File: src/logic/cart_pkg.sv
// Cartridge download types
package cart_pkg;

	// ========================================
	// Download bus
	// ========================================

	typedef struct packed {
		logic        download;
		logic [7:0]  index;
		logic [24:0] addr;
		logic [15:0] data;
		logic        wr;
	} ioctl_t;

	// Active download, at most one flag set
	typedef struct packed {
		logic cart;
		logic code;
		logic spc;
	} dl_kind_t;

	// Download index values
	localparam logic [5:0] IDX_CART = 6'h01;
	localparam logic [5:0] IDX_SPC  = 6'h04;
	localparam logic [7:0] IDX_CODE = 8'hFF;

	// ========================================
	// Cartridge header
	// ========================================

	typedef struct packed {
		logic [7:0]  rom_type;
		logic [23:0] rom_mask;
		logic [23:0] ram_mask;
		logic [3:0]  ram_size;
	} cart_info_t;

	typedef enum logic [2:0] {
		AUTO,
		NO_HEADER,
		LOROM,
		HIROM,
		EXHIROM
	} header_mode_e;

	// Copier header sits in front of the image
	localparam logic [24:0] COPIER_HDR  = 25'd512;
	localparam logic [24:0] LOROM_HDR   = 25'h7FD6;
	localparam logic [24:0] HIROM_HDR   = 25'hFFD6;
	localparam logic [24:0] EXHIROM_HDR = 25'h40FFD6;

	localparam logic [3:0] DEF_ROM_SIZE = 4'hC;

	// Cheat record, one 32-bit field per word pair
	typedef struct packed {
		logic [31:0] flags;
		logic [31:0] addr;
		logic [31:0] compare;
		logic [31:0] replace;
	} cheat_code_t;

endpackage

File: src/logic/sys_pkg.sv
// System support types
package sys_pkg;

	// ========================================
	// Memory clearing
	// ========================================

	// Power-on RAM contents to imitate
	typedef enum logic [1:0] {
		SNES2_9966,
		SNES1_00FF,
		FILL_55,
		FILL_FF
	} fill_pattern_e;

	typedef struct packed {
		logic [17:0] addr;
		logic [7:0]  wram_data;
		logic [7:0]  aram_data;
		logic        we;
	} fill_t;

	localparam logic [7:0] BYTE_66 = 8'h66;
	localparam logic [7:0] BYTE_99 = 8'h99;
	localparam logic [7:0] BYTE_55 = 8'h55;
	localparam logic [7:0] BYTE_FF = 8'hFF;

	// ========================================
	// Audio
	// ========================================

	typedef struct packed {
		logic signed [15:0] l;
		logic signed [15:0] r;
	} stereo_t;

	// Saturation limits of a 16-bit sample
	localparam logic signed [15:0] SAMPLE_MAX = 16'sh7FFF;
	localparam logic signed [15:0] SAMPLE_MIN = 16'sh8000;

endpackage

File: src/logic/download_decode.sv
// Download classifier and core reset
`timescale 1ns/100ps

module download_decode (
	input  logic               clk_sys,
	input  logic               RESET,
	input  cart_pkg::ioctl_t   ioctl,
	input  logic               clearing,
	output cart_pkg::dl_kind_t dl_kind,
	output logic               cart_start,
	output logic               core_reset
);

	logic cart_prev;

	// Index decode, only while a download is running
	always_comb begin
		dl_kind.cart = ioctl.download &
			((ioctl.index[5:0] == cart_pkg::IDX_CART) || (ioctl.index == 8'h00));
		dl_kind.spc  = ioctl.download & (ioctl.index[5:0] == cart_pkg::IDX_SPC);
		dl_kind.code = ioctl.download & (ioctl.index == cart_pkg::IDX_CODE);
	end

	always_ff @(posedge clk_sys) begin
		if (RESET) begin
			cart_prev  <= 1'b0;
			cart_start <= 1'b0;
			core_reset <= 1'b1;
		end else begin
			cart_prev  <= dl_kind.cart;
			// Rising edge of the cartridge flag
			cart_start <= dl_kind.cart & ~cart_prev;
			core_reset <= dl_kind.cart | dl_kind.spc | clearing;
		end
	end

	// Index stays steady for the whole download
	a_index_stable: assert property (
		@(posedge clk_sys) disable iff (RESET)
		ioctl.download |=> !ioctl.download || $stable(ioctl.index)
	);

endmodule

File: src/logic/header_detect.sv
// Cartridge header detection
`timescale 1ns/100ps

module header_detect (
	input  logic                   clk_sys,
	input  logic                   RESET,
	input  cart_pkg::ioctl_t       ioctl,
	input  cart_pkg::dl_kind_t     dl_kind,
	input  cart_pkg::header_mode_e header_mode,
	input  logic [1:0]             region_sel,
	output cart_pkg::cart_info_t   cart_info,
	output logic                   pal
);

	logic [3:0]  rom_size;
	logic [3:0]  ram_size;
	logic [7:0]  rom_type;
	logic        rom_region;
	logic        size_valid;
	logic [24:0] hdr_base;
	logic        use_hdr;
	logic        cart_wr;

	assign cart_wr = dl_kind.cart & ioctl.wr;

	// Internal header location for forced modes
	always_comb begin
		case (header_mode)
			cart_pkg::LOROM:   hdr_base = cart_pkg::LOROM_HDR;
			cart_pkg::HIROM:   hdr_base = cart_pkg::HIROM_HDR;
			cart_pkg::EXHIROM: hdr_base = cart_pkg::EXHIROM_HDR;
			default:           hdr_base = '0;
		endcase
	end

	assign use_hdr = (header_mode == cart_pkg::LOROM) || (header_mode == cart_pkg::HIROM) ||
		(header_mode == cart_pkg::EXHIROM);

	// ========================================
	// Field capture
	// ========================================

	always_ff @(posedge clk_sys) begin
		if (RESET) begin
			rom_size   <= '0;
			ram_size   <= '0;
			rom_type   <= '0;
			rom_region <= 1'b0;
			size_valid <= 1'b0;
			pal        <= 1'b0;
		end else begin
			if (cart_wr) begin
				if (ioctl.addr == '0) begin
					size_valid <= 1'b1;
					rom_size   <= cart_pkg::DEF_ROM_SIZE;
					ram_size   <= '0;
					// Size byte from the loader, auto mode only
					if (header_mode == cart_pkg::AUTO && ioctl.data[7:0] != 8'h00) begin
						{ram_size, rom_size} <= ioctl.data[7:0];
					end
					case (header_mode)
						cart_pkg::NO_HEADER, cart_pkg::LOROM: rom_type <= 8'd0;
						cart_pkg::HIROM:                      rom_type <= 8'd1;
						cart_pkg::EXHIROM:                    rom_type <= 8'd2;
						default:                              rom_type <= ioctl.data[15:8];
					endcase
				end
				if (ioctl.addr == 25'd2) begin
					rom_region <= ioctl.data[8];
				end
				if (use_hdr && ioctl.addr == hdr_base + cart_pkg::COPIER_HDR) begin
					rom_size <= ioctl.data[11:8];
				end
				if (use_hdr && ioctl.addr == hdr_base + 25'd2 + cart_pkg::COPIER_HDR) begin
					ram_size <= ioctl.data[3:0];
				end
			end
			// Region is frozen during a cartridge load
			if (!dl_kind.cart) begin
				pal <= (region_sel == 2'd0) ? rom_region : region_sel[0];
			end
		end
	end

	// ========================================
	// Masks
	// ========================================

	always_comb begin
		cart_info.rom_type = rom_type;
		cart_info.ram_size = ram_size;
		cart_info.rom_mask = '0;
		cart_info.ram_mask = '0;
		if (size_valid) begin
			cart_info.rom_mask = (24'd1024 << rom_size) - 24'd1;
			if (ram_size != 4'd0) begin
				cart_info.ram_mask = (24'd1024 << ram_size) - 24'd1;
			end
		end
	end

endmodule

File: src/logic/cheat_loader.sv
// Cheat record assembly
`timescale 1ns/100ps

module cheat_loader (
	input  logic                  clk_sys,
	input  logic                  RESET,
	input  cart_pkg::ioctl_t      ioctl,
	input  cart_pkg::dl_kind_t    dl_kind,
	input  logic                  cart_start,
	output cart_pkg::cheat_code_t cheat,
	output logic                  cheat_valid,
	output logic                  cheat_clear
);

	logic code_wr;

	assign code_wr = dl_kind.code & ioctl.wr;

	// Word placement inside the 16-byte record
	always_ff @(posedge clk_sys) begin
		if (code_wr) begin
			case (ioctl.addr[3:0])
				4'd0:  cheat.flags[15:0]    <= ioctl.data;
				4'd2:  cheat.flags[31:16]   <= ioctl.data;
				4'd4:  cheat.addr[15:0]     <= ioctl.data;
				4'd6:  cheat.addr[31:16]    <= ioctl.data;
				4'd8:  cheat.compare[15:0]  <= ioctl.data;
				4'd10: cheat.compare[31:16] <= ioctl.data;
				4'd12: cheat.replace[15:0]  <= ioctl.data;
				4'd14: cheat.replace[31:16] <= ioctl.data;
				default: ;
			endcase
		end
	end

	always_ff @(posedge clk_sys) begin
		if (RESET) begin
			cheat_valid <= 1'b0;
			cheat_clear <= 1'b0;
		end else begin
			// Last word completes the record
			cheat_valid <= code_wr && ioctl.addr[3:0] == 4'd14;
			// New cheat file or new cartridge drops the old list
			cheat_clear <= (code_wr && ioctl.addr == '0) || cart_start;
		end
	end

	a_valid_single: assert property (
		@(posedge clk_sys) disable iff (RESET)
		cheat_valid |=> !cheat_valid
	);

endmodule

File: src/logic/ram_clear.sv
// Work and audio RAM clearing
`timescale 1ns/100ps

module ram_clear #(
	parameter int FILL_ADDR_W = 18
) (
	input  logic                  clk_sys,
	input  logic                  RESET,
	input  logic                  cart_start,
	input  sys_pkg::fill_pattern_e wram_pattern,
	input  sys_pkg::fill_pattern_e aram_pattern,
	output sys_pkg::fill_t        fill,
	output logic                  clearing
);

	logic [FILL_ADDR_W-1:0] addr_cnt;
	logic                   wait_ph;
	logic [17:0]            fill_addr;

	// Power-on byte for one address
	function automatic logic [7:0] pattern_byte(
		input sys_pkg::fill_pattern_e pat,
		input logic [17:0]            a
	);
		logic [7:0] b;
		case (pat)
			sys_pkg::SNES2_9966: b = (a[8] ^ a[2]) ? sys_pkg::BYTE_66 : sys_pkg::BYTE_99;
			sys_pkg::SNES1_00FF: b = (a[9] ^ a[0]) ? sys_pkg::BYTE_FF : 8'h00;
			sys_pkg::FILL_55:    b = sys_pkg::BYTE_55;
			default:             b = sys_pkg::BYTE_FF;
		endcase
		return b;
	endfunction

	// ========================================
	// Sweep control
	// ========================================

	// Write phase then wait phase per address
	always_ff @(posedge clk_sys) begin
		if (RESET) begin
			clearing <= 1'b0;
			wait_ph  <= 1'b0;
			addr_cnt <= '0;
		end else if (cart_start) begin
			clearing <= 1'b1;
			wait_ph  <= 1'b0;
			addr_cnt <= '0;
		end else if (clearing) begin
			wait_ph <= ~wait_ph;
			if (wait_ph) begin
				addr_cnt <= addr_cnt + 1'b1;
				// Top address done
				if (&addr_cnt) begin
					clearing <= 1'b0;
				end
			end
		end
	end

	// ========================================
	// Fill outputs
	// ========================================

	assign fill_addr = 18'(addr_cnt);

	always_comb begin
		fill.addr      = fill_addr;
		fill.wram_data = pattern_byte(wram_pattern, fill_addr);
		fill.aram_data = pattern_byte(aram_pattern, fill_addr);
		fill.we        = clearing & ~wait_ph;
	end

	// One strobe per address unless a new load restarts the sweep
	a_we_single: assert property (
		@(posedge clk_sys) disable iff (RESET)
		fill.we && !cart_start |=> !fill.we
	);

endmodule

File: src/logic/audio_mix.sv
// Stereo audio mixer
`timescale 1ns/100ps

module audio_mix (
	input  logic             clk_sys,
	input  logic             RESET,
	input  sys_pkg::stereo_t main_audio,
	input  sys_pkg::stereo_t msu_audio,
	output sys_pkg::stereo_t mix_audio
);

	// 17-bit sum, clipped when it leaves the 16-bit range
	function automatic logic signed [15:0] sat_add(
		input logic signed [15:0] a,
		input logic signed [15:0] b
	);
		logic signed [16:0] sum;
		logic signed [15:0] res;
		sum = {a[15], a} + {b[15], b};
		if (sum[16] == sum[15]) begin
			res = sum[15:0];
		end else if (sum[16]) begin
			res = sys_pkg::SAMPLE_MIN;
		end else begin
			res = sys_pkg::SAMPLE_MAX;
		end
		return res;
	endfunction

	always_ff @(posedge clk_sys) begin
		if (RESET) begin
			mix_audio <= '0;
		end else begin
			mix_audio.l <= sat_add(main_audio.l, msu_audio.l);
			mix_audio.r <= sat_add(main_audio.r, msu_audio.r);
		end
	end

endmodule

File: src/logic/snes_loader.sv
// Cartridge loader and system support
`timescale 1ns/100ps

module snes_loader #(
	parameter int FILL_ADDR_W = 18
) (
	input  logic                   clk_sys,
	input  logic                   RESET,
	input  cart_pkg::ioctl_t       ioctl,
	input  cart_pkg::header_mode_e header_mode,
	input  logic [1:0]             region_sel,
	input  sys_pkg::fill_pattern_e wram_pattern,
	input  sys_pkg::fill_pattern_e aram_pattern,
	input  sys_pkg::stereo_t       main_audio,
	input  sys_pkg::stereo_t       msu_audio,
	output cart_pkg::cart_info_t   cart_info,
	output logic                   pal,
	output cart_pkg::cheat_code_t  cheat,
	output logic                   cheat_valid,
	output logic                   cheat_clear,
	output sys_pkg::fill_t         fill,
	output logic                   clearing,
	output logic                   core_reset,
	output sys_pkg::stereo_t       mix_audio
);

	cart_pkg::dl_kind_t dl_kind;
	logic               cart_start;

	// ========================================
	// Download side
	// ========================================

	download_decode u_download_decode (
		.clk_sys    (clk_sys),
		.RESET      (RESET),
		.ioctl      (ioctl),
		.clearing   (clearing),
		.dl_kind    (dl_kind),
		.cart_start (cart_start),
		.core_reset (core_reset)
	);

	header_detect u_header_detect (
		.clk_sys     (clk_sys),
		.RESET       (RESET),
		.ioctl       (ioctl),
		.dl_kind     (dl_kind),
		.header_mode (header_mode),
		.region_sel  (region_sel),
		.cart_info   (cart_info),
		.pal         (pal)
	);

	cheat_loader u_cheat_loader (
		.clk_sys     (clk_sys),
		.RESET       (RESET),
		.ioctl       (ioctl),
		.dl_kind     (dl_kind),
		.cart_start  (cart_start),
		.cheat       (cheat),
		.cheat_valid (cheat_valid),
		.cheat_clear (cheat_clear)
	);

	// ========================================
	// System side
	// ========================================

	ram_clear #(
		.FILL_ADDR_W (FILL_ADDR_W)
	) u_ram_clear (
		.clk_sys      (clk_sys),
		.RESET        (RESET),
		.cart_start   (cart_start),
		.wram_pattern (wram_pattern),
		.aram_pattern (aram_pattern),
		.fill         (fill),
		.clearing     (clearing)
	);

	audio_mix u_audio_mix (
		.clk_sys    (clk_sys),
		.RESET      (RESET),
		.main_audio (main_audio),
		.msu_audio  (msu_audio),
		.mix_audio  (mix_audio)
	);

endmodule

File: config.mk
export PLATFORM = sky130hd
export DESIGN_NAME = snes_loader
export DESIGN_NICKNAME = d
export VERILOG_FILES = /design/src/logic/cart_pkg.sv /design/src/logic/sys_pkg.sv /design/src/logic/download_decode.sv /design/src/logic/header_detect.sv /design/src/logic/cheat_loader.sv /design/src/logic/ram_clear.sv /design/src/logic/audio_mix.sv /design/src/logic/snes_loader.sv
export SDC_FILE = /design/constraint.sdc
export NUM_CORES = 1
export LEC_CHECK = 0
export ABC_AREA = 1
export BUFFER_PORTS_ARGS = -buffer_cell sky130_fd_sc_hd__buf_2
export CAP_MARGIN = 20
export CORE_AREA = 2 2 153 155
export CTS_BUF_LIST = sky130_fd_sc_hd__clkbuf_8
export DETAILED_ROUTE_END_ITERATION = 6
export DIE_AREA = 0 0 155 157
export GPL_TIMING_DRIVEN = 0
export PLACE_DENSITY = 0.83
export SKIP_LAST_GASP = 1
export SYNTH_ARGS = -nofsm -noshare
export SYNTH_HDL_FRONTEND = slang
export SYNTH_SLANG_ARGS = --single-unit
File: constraint.sdc
create_clock -name clk_sys -period 2.8 [get_ports clk_sys]
set_clock_uncertainty 0.1 [all_clocks]
set_input_delay 0.42 -clock clk_sys [delete_from_list [all_inputs] [get_ports clk_sys]]
set_output_delay 0.42 -clock clk_sys [all_outputs]
set_load 0.005 [all_outputs]
# Word level (Yosys, flattened, before mapping)
# Index checks and enable logic that the tools add are counted.
# W data, S select, Z words.
dict set report op_classes {
  n_addsub 8
  n_mul 0
  div 0
  n_lt_le_gt_ge 0
  eq_ne 23
  n_shift 2
  n_mux 23
  n_bitwise 13
  reduce_logical 36
}
# op n
set op_table {}
lappend op_table {{$pmux W8 S3} 3}
lappend op_table {{$pmux W23 S3} 1}
lappend op_table {{$mux W16} 4}
lappend op_table {{$eq A25 B25 Y1} 2}
lappend op_table {{$mux W48} 1}
lappend op_table {{$shl A11 B4 Y24 const A} 2}
lappend op_table {{$sub A24 B1 Y24 const B} 2}
lappend op_table {{$add A16 B16 Y17} 2}
lappend op_table {{$reduce_and A2 Y1} 13}
lappend op_table {{$add A25 B10 Y25 const B} 1}
lappend op_table {{$eq A25 B2 Y1 const B} 1}
lappend op_table {{$logic_not A25 Y1} 1}
lappend op_table {{$add A23 B10 Y24 const B} 1}
lappend op_table {{$add A23 B2 Y24 const B} 1}
lappend op_table {{$mux W24} 1}
lappend op_table {{$mux W4} 6}
lappend op_table {{$add A18 B1 Y18 const B} 1}
lappend op_table {{$reduce_and A18 Y1} 1}
lappend op_table {{$eq A4 B4 Y1 const B} 4}
lappend op_table {{$mux W8} 2}
lappend op_table {{$eq A4 B3 Y1 const B} 2}
lappend op_table {{$eq A8 B8 Y1 const B} 1}
lappend op_table {{$logic_not A8 Y1} 1}
lappend op_table {{$reduce_bool A8 Y1} 1}
lappend op_table {{22 further kinds} 50}
dict set report totals {
  ff_bits 204
  latchBits 0
  ram_bits 0
  mem_bits_ro 0
  inputBits 126
  output_inout_bits 260
  elab_cells 129
  n_memories 0
}

# Longest topological paths before layout
# Gate-level depths: netlist of the first run.
dict set report depth {
  depth_word 8
  depth_mapped 17
  ltp_nobuf 17
}

# Modules after synthesis
# Synthesis of the first run repeated with hierarchy kept, for this count alone.
dict set report unflattened {
  hier_cells 1215
  area_unflattened_um2 10408.7
}
# module instances cells_per_inst area_per_inst_um2 seq_area_each_um2
set by_module_without_submodules {}
lappend by_module_without_submodules {cheat_loader 1 175 4073.9 3883.7}
lappend by_module_without_submodules {audio_mix 1 477 2940.3 640.6}
lappend by_module_without_submodules {header_detect 1 358 2019.4 380.4}
lappend by_module_without_submodules {ram_clear 1 177 1188.6 400.4}
lappend by_module_without_submodules {download_decode 1 28 186.4 60.1}

# Worst setup path after synthesis of the first run
# No wires, ideal clock.
dict set report synth_timing {
  path_kind {in2reg}
  startpoint {input ioctl[0] (netlist bit)}
  endpoint {register u_cheat_loader.cheat[80] (netlist name)}
  setup_time_ns 0.409
  arrival_time_ns 2.111
  slack_ns 0.179
  cell_stages 4
  path_buffers 0
  path_cell_list {nand4_1 nor3_1 nand3_1 nor3_1}
}
dict set report synth_via {
  elab_chain_cells 2
}
# item line_no
set synth_rtl {}
lappend synth_rtl {{start: declaration} snes_loader.sv:9} ;# input cart_pkg::ioctl_t ioctl,
lappend synth_rtl {{$and A1 B1 Y1} cheat_loader.sv:17} ;# assign code_wr = dl_kind.code & ioctl.wr;
lappend synth_rtl {{$reduce_and A2 Y1 (no line)} -}
# Every way passes these cells.
# A chain may end at the register's enable or synchronous reset.

# Worst setup path after layout of the first run
dict set report layout_timing {
  startpoint {input ioctl[0] (netlist bit)}
  endpoint {register u_cheat_loader.cheat[58] (netlist name)}
}
dict set report layout_via {
  elab_chain_cells 2
}
# item line_no
set layout_rtl {}
lappend layout_rtl {{$and A1 B1 Y1} cheat_loader.sv:17}
lappend layout_rtl {{$reduce_and A2 Y1 (no line)} -}
# Every way passes these cells.

==> results of run 1 <==
==> how the worst max path moves through the flow <==
| stage | from | endpoint | slack (ns) | cells after the start |
|---|---|---|---|---|
| floorplan | ioctl[0] | u_cheat_loader.cheat[80] | 0.18 | 4 |
| global placement | ioctl[0] | u_cheat_loader.cheat[80] | -1.55 | 5 |
| detailed placement | ioctl[0] | u_cheat_loader.cheat[53] | -0.34 | 5 |
| CTS | u_header_detect.ram_size[0] | cart_info[24] | 0.04 | 11 |
| global route | u_header_detect.size_valid | cart_info[12] | -0.007 | 5 |
| finish | ioctl[0] | u_cheat_loader.cheat[58] | 0.11 | 5 |
==> per-stage QoR <==
step | power [µW] | hold WS, ns | utilization (%) | TNS, ns
6_report | 6720 | 0.115 | 58.1 | 0
5_1_grt | 7050 | 0.100 | 58.1 | -0.0111
4_1_cts | 6790 | 0.0792 | 58.0 | 0
3_5_place_dp | 4290 | 0.285 | 55.1 | -22.74
3_3_place_gp | 4270 | 0.277 | 54.6 | -132.56
2_1_floorplan | 3910 | 0.273 | - | 0
==> state kept, by name, indices dropped and copies added (netlist names) <==
| register | count |
|---|---|
| u_header_detect.rom_type | 8 |
| u_download_decode.core_reset | 1 |
| u_ram_clear.clearing | 1 |
| u_cheat_loader.cheat | 128 |
| u_audio_mix.mix_audio | 32 |
| u_ram_clear.wait_ph | 1 |
| u_download_decode.cart_start | 1 |
| u_download_decode.cart_prev | 1 |
| u_cheat_loader.cheat_clear | 1 |
| u_header_detect.ram_size | 4 |
| u_ram_clear.addr_cnt | 18 |
| u_header_detect.rom_region | 1 |
| u_header_detect.rom_size | 4 |
| u_header_detect.size_valid | 1 |
| u_cheat_loader.cheat_valid | 1 |
| u_header_detect.pal | 1 |
==> layout by cell type (no fill, tap or decap), types with 4 or more instances in the layout <==
master / netlist / final
edfxtp_1: 128 / 128
xnor2_1: 8 / 8
nand3_1: 94 / 94
nand3b_1: 5 / 5
buf_4: 29 / 31
o21ai_1: 4 / 4
dfxtp_1: 76 / 72
nand3_2: 5 / 5
nor2_1: 114 / 107
ha_1: 35 / 35
inv_1: 127 / 141
inv_2: 8 / 8
buf_2: 2 / 386
nor3_1: 23 / 19
nand2_4: 5 / 5
nand2_1: 259 / 259
o31ai_1: 4 / 4
o21ai_0: 30 / 30
clkbuf_1: 5 / 5
nor2_4: 3 / 4
nor4_1: 4 / 4
xor2_1: 20 / 20
clkbuf_8: 0 / 38
nand4_1: 14 / 14
nor3_2: 0 / 4
a21oi_1: 68 / 67
buf_6: 2 / 4
nand2_2: 12 / 12
nor2_2: 9 / 15
==> layout make-up <==
| class | instances | area share, % |
|---|---|---|
| inverter | 136 | 3.91 |
| clock inverter | 22 | 0.948 |
| multi-input combinational | 740 | 29.9 |
| buffer | 39 | 2.17 |
| clock buffer | 38 | 4.00 |
| tap | 285 | 2.73 |
| timing repair buffer | 391 | 15.3 |
| sequential | 204 | 41.1 |
==> layer usage <==
metal | part of all wire, % | global-route usage (%) | wire (µm)
met3 | 8.8 | 5.23 | 2520
met5 | 0 | 0 | 0
met1 | 39 | 27.2 | 11400
met4 | 2.5 | 6.97 | 715
met2 | 49 | 40.9 | 14200
==> worst max-delay path, stage by stage <==
cell     delay [ns]
buf_2          0.12
nand4_1        0.09
nor3_1         0.69
nand3_1        0.44
nor2_2         0.92
==> logic make-up (layout without fill, tap and decap cells) <==
group | count (synthesis) | count (layout)
AO/OA/AOI/OAI | 119 | 119
XOR/XNOR | 28 | 28
adder cells (fa/ha/maj) | 37 | 37
buffers and inverters | 175 | 626
flip-flops | 204 | 204
AND/OR/NAND/NOR | 556 | 556
==> power groups by stage <==
stage / combinational (µW) / clock (µW) / sequential, µW
6_report: 928 / 2490 / 3300
5_1_grt: 1040 / 2700 / 3310
4_1_cts: 926 / 2560 / 3310
3_5_place_dp: 920 / 0 / 3370
3_3_place_gp: 903 / 0 / 3370
2_1_floorplan: 521 / 0 / 3390
==> PnR_summary.wiki, run 1 <==
{| class="wikitable"
! Metric !! Value
|-
| Detailed-route vias per instance || 4.96
|-
| Number of enable flip-flop cells after synthesis || between 100 and 150
|-
| DP Area || about 0.012 mm²
|-
| Number of standard cells after synthesis || roughly 1100
|-
| Number of inserted filler cells in the final layout || about 1900
|-
| Fraction of synthesis flops using an asynchronous set or reset pin || 0%
|-
| Overflow after GRT || 0
|-
| Number of global-route vias before repair || around 8600
|-
| Global-route wire length before repair || between 40000 and 50000 µm
|-
| Layout cell share with drive strength beyond 1 || ~34%
|-
| Clock share of power || ~37%
|-
| Maximum buffer depth of the clock tree || 3
|-
| Area taken by flip-flops and latches || roughly 0.0054 mm²
|-
| Final non-filler cell total || around 1900
|-
| Area Overhead vs Synth || 30.5%
|-
| Total inserted antenna cells || 0
|-
| Detailed-route DRC error count || 0
|-
| Die H || 157 µm
|-
| Maximum number of pins on one net before global-route repair || 17
|-
| Xor and xnor fraction of the mapped netlist area || ~2.4%
|-
| Startpoint kind of the worst setup timing path || input pin
|-
| Post-route standard cell area excluding fillers || around 0.013 mm²
|-
| Reg2Reg Depth || 10
|-
| CTS clock-pin slew for the worst setup and hold paths || around 0.060 ns
|-
| Placed insts || between 1500 and 2000
|-
| Top cell type's share of synthesized area || between 30% and 40%
|-
| Die Outline Area || 0.0243 mm²
|-
| Proportion of power drawn by combinational gates || around 14%
|-
| Overall fraction of global-route tracks in use || a little under a quarter
|-
| Core Area || 0.0225 mm²
|-
| Number of gates given a new drive strength after cts || 4
|-
| Post-Syn Area || 0.0100 mm²
|-
| Sinks on the clock net || just over 200
|-
| Max H-tree Level || 2
|-
| Root Driver || clkbuf_8
|-
| Final worst-path cycle share || between 90% and 100%
|-
| Number of pins with negative max-slew slack in the final report || 0
|-
| Post-layout min period || approximately 2.7 ns
|-
| Slack of the worst reg-to-reg path || between 0.9 and 1 ns
|-
| Multiplexer share of the synthesized area || 0%
|-
| Min-delay src || region_sel[0]
|-
| Number of buffers added for setup after CTS || 0
|-
| Complex-gate fraction of the synthesized area || about 6.5%
|-
| Pre-Repair DR Iteration Count || 5
|-
| Actual slew at the worst max-slew pin || 1.06 ns
|-
| RSZ-0062 raised after global routing || yes
|-
| Synthesis Warnings || 0
|-
| R2r endpoint || u_ram_clear.addr_cnt[14]
|-
| Switching share of total power || 25.8%
|-
| Sequential share of power || 49.2%
|-
| Data arrival time of the critical path || roughly 2.7 ns
|-
| Combinational family with the most area after synthesis || simple AND/OR/NAND/NOR gates
|-
| Hold violation count in the final report || 0
|-
| Final Net Count || about 1700
|-
| Final Setup Violations || 0
|-
| Most frequently used cell type in the post-synthesis netlist || nand2_1
|-
| Maximum resistive drop on vdd || around 0.00036 V
|-
| Drt initial violations || around 510
|-
| Adder-cell area share of the yosys netlist || between 4 and 5%
|-
| Main area contributors after synthesis || edfxtp_1, dfxtp_1, nand2_1
|-
| WL/cell || roughly 16 µm
|-
| Post-detailed-placement half-perimeter wirelength || around 22000 µm
|-
| I/O Buffers || approximately 380
|-
| Synth area leader || edfxtp_1
|-
| Avg Synthesized Cell Area || 8.95 µm²
|-
| Count of different cell masters after synthesis || 44
|-
| Critical path class || in -> reg
|-
| Max-Slew Margin vs Limit || between 20% and 30%
|-
| Number of buffers inserted for hold repair after clock tree synthesis || 0
|-
| Worst hold path cell count || 3
|-
| Worst Path Max Fanout || 16
|-
| Maximum frequency from static timing analysis || roughly 370 MHz
|-
| Internal power || 4990 µW
|-
| Antenna violation net count after detailed routing || 0
|-
| Antenna violations before repair || 0
|-
| Pre-CTS setup slack || -0.345 ns
|-
| Horizontal die dimension || around 160 µm
|-
| Floorplan row count || 55
|-
| Count of state elements after synthesis || approximately 200
|-
| Smallest setup slack after layout || ~0.11 ns
|-
| CP Data Required Time || 2.80 ns
|-
| Leakage power || between 0.006 and 0.007 µW
|-
| Top Ports || 386
|-
| Type of the most critical hold path || in -> reg
|-
| FF-to-FF Start || u_ram_clear.addr_cnt[0]
|-
| Number of buffers added by the clock tree synthesis step || 34
|-
| Sequential element share of the synthesized area || 53.6%
|-
| Post-Synthesis Net Count || roughly 1300
|-
| Result of the run || finished clean
|-
| Clock tree from TritonCTS || built
|-
| Footprint of the multi-input gates || 0.00390 mm²
|-
| Pwr/cell area || around 500 mW/mm²
|-
| Switching power of the nets || around 1700 µW
|-
| CP Capture Type || flop
|-
| Number of max-cap violations || 0
|-
| Latest clock arrival within the worst-skew pair || roughly 0.51 ns
|-
| Most used DFF post-synth || edfxtp_1
|-
| DRT Wirelength || roughly 29000 µm
|-
| Initial cell density of the core || between 40 and 50%
|-
| Routability congestion estimate from global placement || 0.916
|-
| Total vias in the final route || 9206
|-
| Synth top cells by count || nand2_1, edfxtp_1, inv_1
|-
| Post-synthesis simple-gate area fraction || 24.8%
|-
| Endpoint of the worst hold-timing path || u_header_detect.pal
|}
Power figures use the tool's default switching activity.
==> inputs of run 2 (changes only) <==
Settings changed: ABC_AREA 1 to not set, CORE_AREA 2 2 153 155 to 2 2 148 150, DIE_AREA 0 0 155 157 to 0 0 150 152, PLACE_DENSITY 0.83 to 0.85, TNS_END_PERCENT set to 5.
==> PnR_summary.wiki, run 2 <==
{| class="wikitable"
! Metric !! Value
|-
| Critical path class || reg -> out
|-
| Antenna violations before repair || 2
|-
| Number of flip-flops under the largest register name || 128
|-
| Most common library cell in the layout ignoring fill and taps || buf_2
|-
| Synthesis Warnings || 0
|-
| Number of pins with negative max-slew slack in the final report || 0
|-
| R2r endpoint || u_ram_clear.addr_cnt[16]
|-
| Proportion of power drawn by combinational gates || 13.2%
|-
| Synth top cells by count || edfxtp_1, nor2_1, dfxtp_1
|-
| Placed insts || 1513
|-
| Initial cell density of the core || 44.3%
|-
| Synth area leader || edfxtp_1
|-
| Cells along the critical path || clkbuf_1 -> nor2_2 -> nand2_1 -> ha_1 -> nor2b_1 -> a32oi_1 -> nor2b_1 -> buf_2
|-
| Drt initial violations || approximately 440
|-
| Endpoint of the worst hold-timing path || u_cheat_loader.cheat[30]
|-
| Slack of the worst reg-to-reg path || approximately 0.74 ns
|-
| Post-Syn Area || about 0.0095 mm²
|-
| Die Outline Area || around 0.023 mm²
|-
| Clock tree from TritonCTS || built
|-
| Final worst-path cycle share || 98.3%
|-
| Die H || approximately 150 µm
|-
| Maximum resistive drop on vdd || about 0.00029 V
|-
| Number of buffers added for setup after CTS || 0
|-
| WL/cell || about 18 µm
|-
| Detailed-route vias per instance || about 5.2
|-
| CTS clock-pin slew for the worst setup and hold paths || around 0.060 ns
|-
| Post-detailed-placement half-perimeter wirelength || ~21000 µm
|-
| Global-route wire length before repair || between 40000 and 50000 µm
|-
| Max H-tree Level || 2
|-
| Top cell type's share of synthesized area || 40.6%
|-
| Type of the most critical hold path || in -> reg
|-
| Reg2Reg Depth || 5
|-
| Number of buffers added by the clock tree synthesis step || 35
|-
| Maximum frequency from static timing analysis || between 300 and 400 MHz
|-
| Max-Slew Margin vs Limit || about 40%
|-
| Data arrival time of the critical path || roughly 2.2 ns
|-
| Worst path top cell family by delay || simple AND/OR/NAND/NOR gates
|-
| Root Driver || clkbuf_8
|-
| Final core area utilization || between 50% and 60%
|-
| Internal power || 5080 µW
|-
| Number of standard cells after synthesis || between 800 and 900
|-
| Sequential share of power || about half
|-
| Sequential element share of the synthesized area || a little under three fifths
|-
| Top Ports || between 300 and 400
|-
| Antenna violation net count after detailed routing || 0
|-
| Final Setup Violations || 0
|-
| Area taken by flip-flops and latches || ~0.0054 mm²
|-
| Commonest cells after routing, fill and taps aside || buf_2, edfxtp_1, nor2_1
|-
| Maximum buffer depth of the clock tree || 3
|-
| Post-route standard cell area excluding fillers || about 0.013 mm²
|-
| Leakage power || 0.00549 µW
|-
| Actual slew at the worst max-slew pin || between 0.8 and 0.9 ns
|-
| Number of global-route vias before repair || between 7000 and 8000
|-
| Horizontal die dimension || around 150 µm
|-
| Layout cell share with drive strength beyond 1 || roughly two fifths
|-
| Switching share of total power || roughly 25%
|-
| Hold_ws || ~0.11 ns
|-
| Pwr/cell area || 542 mW/mm²
|-
| Sinks on the clock net || approximately 200
|-
| Switching power of the nets || approximately 1700 µW
|-
| Critical path buffer and inverter count || 2
|-
| Count of state elements after synthesis || a little over 200
|-
| Cell at the slowest stage of the critical path || dfxtp_1
|-
| Post-layout min period || roughly 2.8 ns
|-
| CP Capture Type || primary output
|-
| Final non-filler cell total || 1569
|-
| Most used DFF post-synth || edfxtp_1
|-
| Startpoint kind of the worst setup timing path || flop
|-
| Routability congestion estimate from global placement || roughly 0.9
|-
| RSZ-0062 raised after global routing || yes
|-
| Overflow after GRT || 0
|-
| Fraction of synthesis flops using an asynchronous set or reset pin || 0%
|-
| Floorplan row count || 54
|-
| Pre-Repair DR Iteration Count || 5
|-
| Avg Synthesized Cell Area || between 10 and 15 µm²
|-
| Number of buffers inserted for hold repair after clock tree synthesis || 0
|-
| CP Data Required Time || 2.28 ns
|-
| Hold violation count in the final report || 0
|-
| Number of enable flip-flop cells after synthesis || ~130
|-
| Footprint of the multi-input gates || 0.00370 mm²
|-
| DRT Wirelength || 27600 µm
|-
| Min-delay src || ioctl[15]
|-
| Number of max-cap violations || 0
|-
| I/O Buffers || approximately 380
|-
| FF-to-FF Start || u_ram_clear.addr_cnt[8]
|-
| Core Area || 0.0214 mm²
|-
| Cell type with the highest occurrence count on the critical path || nor2b_1
|-
| Total vias in the final route || roughly 8100
|-
| Latest clock arrival within the worst-skew pair || around 0.53 ns
|-
| Clock share of power || 38.3%
|-
| Count of different cell masters after synthesis || between 70 and 80
|-
| Maximum number of pins on one net before global-route repair || 17
|-
| Most frequently used cell type in the post-synthesis netlist || edfxtp_1
|-
| Overall fraction of global-route tracks in use || 23.7%
|-
| DP Area || 0.0119 mm²
|-
| Final Net Count || approximately 1400
|-
| Detailed-route DRC error count || 0
|-
| Worst Path Max Fanout || 9
|-
| Overall power consumption || 6790 µW
|-
| Number of inserted filler cells in the final layout || about 1800
|-
| Worst hold path cell count || 1
|-
| Post-Synthesis Net Count || 1005
|-
| Result of the run || finished clean
|-
| Area Overhead vs Synth || 32.5%
|-
| Main area contributors after synthesis || edfxtp_1, dfxtp_1, ha_1
|-
| Critical path's largest stage delay || 0.31 ns
|}
## run 2: changes by cell type in the layout (fill, tap and decap cells not counted), sizes merged, moves of 13 or more
cell / change
nor2: -43
inv: -121
xnor2: +16
nand2: -215
nand2b: +15
nand3: -80
clkbuf: +13
nor2b: +25
## run 2: cells by family after synthesis
family | Yosys count | share of synthesized area [%]
multiplexers | 11 | 1.36
AO/OA/AOI/OAI | 175 | 12.4
AND/OR/NAND/NOR | 293 | 15.7
adder cells (fa/ha/maj) | 37 | 5.05
XOR/XNOR | 46 | 4.34
flip-flops | 204 | 56.7
buffers and inverters | 76 | 4.46
## run 2: per-stage QoR
step / setup WS [ns] / TNS (ns)
floorplan: 0.208 / 0
global placement: -1.05 / -57.83
detailed placement: -0.433 / -6.81
CTS: -0.0336 / -0.0336
global route: -0.127 / -0.361
finish: 0.0486 / 0
## run 2: layout make-up
type                            instances  share of cell area (%)
Multi-Input combinational cell        562                    29.6
Tap cell                              280                    2.80
Inverter                               16                   0.479
Sequential cell                       204                    42.9
Timing Repair Buffer                  391                    16.1
Clock buffer                           37                    4.07
Buffer                                 54                    2.71
Clock inverter                         23                    1.33
Antenna cell                            2                  0.0400
## run 2: worst max-delay path by stage
stage,depth (start not counted),end,start
6_report,8,cart_info[24],u_header_detect.ram_size[0]
4_1_cts,9,cart_info[48],u_header_detect.rom_size[2]
3_5_place_dp,13,u_audio_mix.mix_audio[6],main_audio[0]
5_1_grt,8,cart_info[24],u_header_detect.ram_size[0]
2_1_floorplan,12,u_audio_mix.mix_audio[13],main_audio[0]
3_3_place_gp,5,u_cheat_loader.cheat[127],ioctl[17]
## run 2: routing by layer
| layer | GRT usage, % | up-vias | wire length [µm] |
|---|---|---|---|
| met5 | 0 | - | 0 |
| met4 | 8.85 | 0 | 810 |
| met3 | 3.66 | 57 | 1910 |
| met2 | 41.6 | 423 | 13900 |
| met1 | 29.2 | 3782 | 11000 |
| li1 | - | 3886 | - |
## run 2: power by group through the flow
stage	clock network, µW	registers (µW)	logic (µW)
2_1_floorplan	0	3360	510
3_3_place_gp	0	3350	869
3_5_place_dp	0	3350	885
4_1_cts	2650	3290	891
5_1_grt	2800	3290	988
6_report	2600	3290	899
## run 2: repair_timing
item	in CTS	in global routing
endpoints found under the setup margin	4	15
gates cloned	0	0
gates resized for setup	5	2
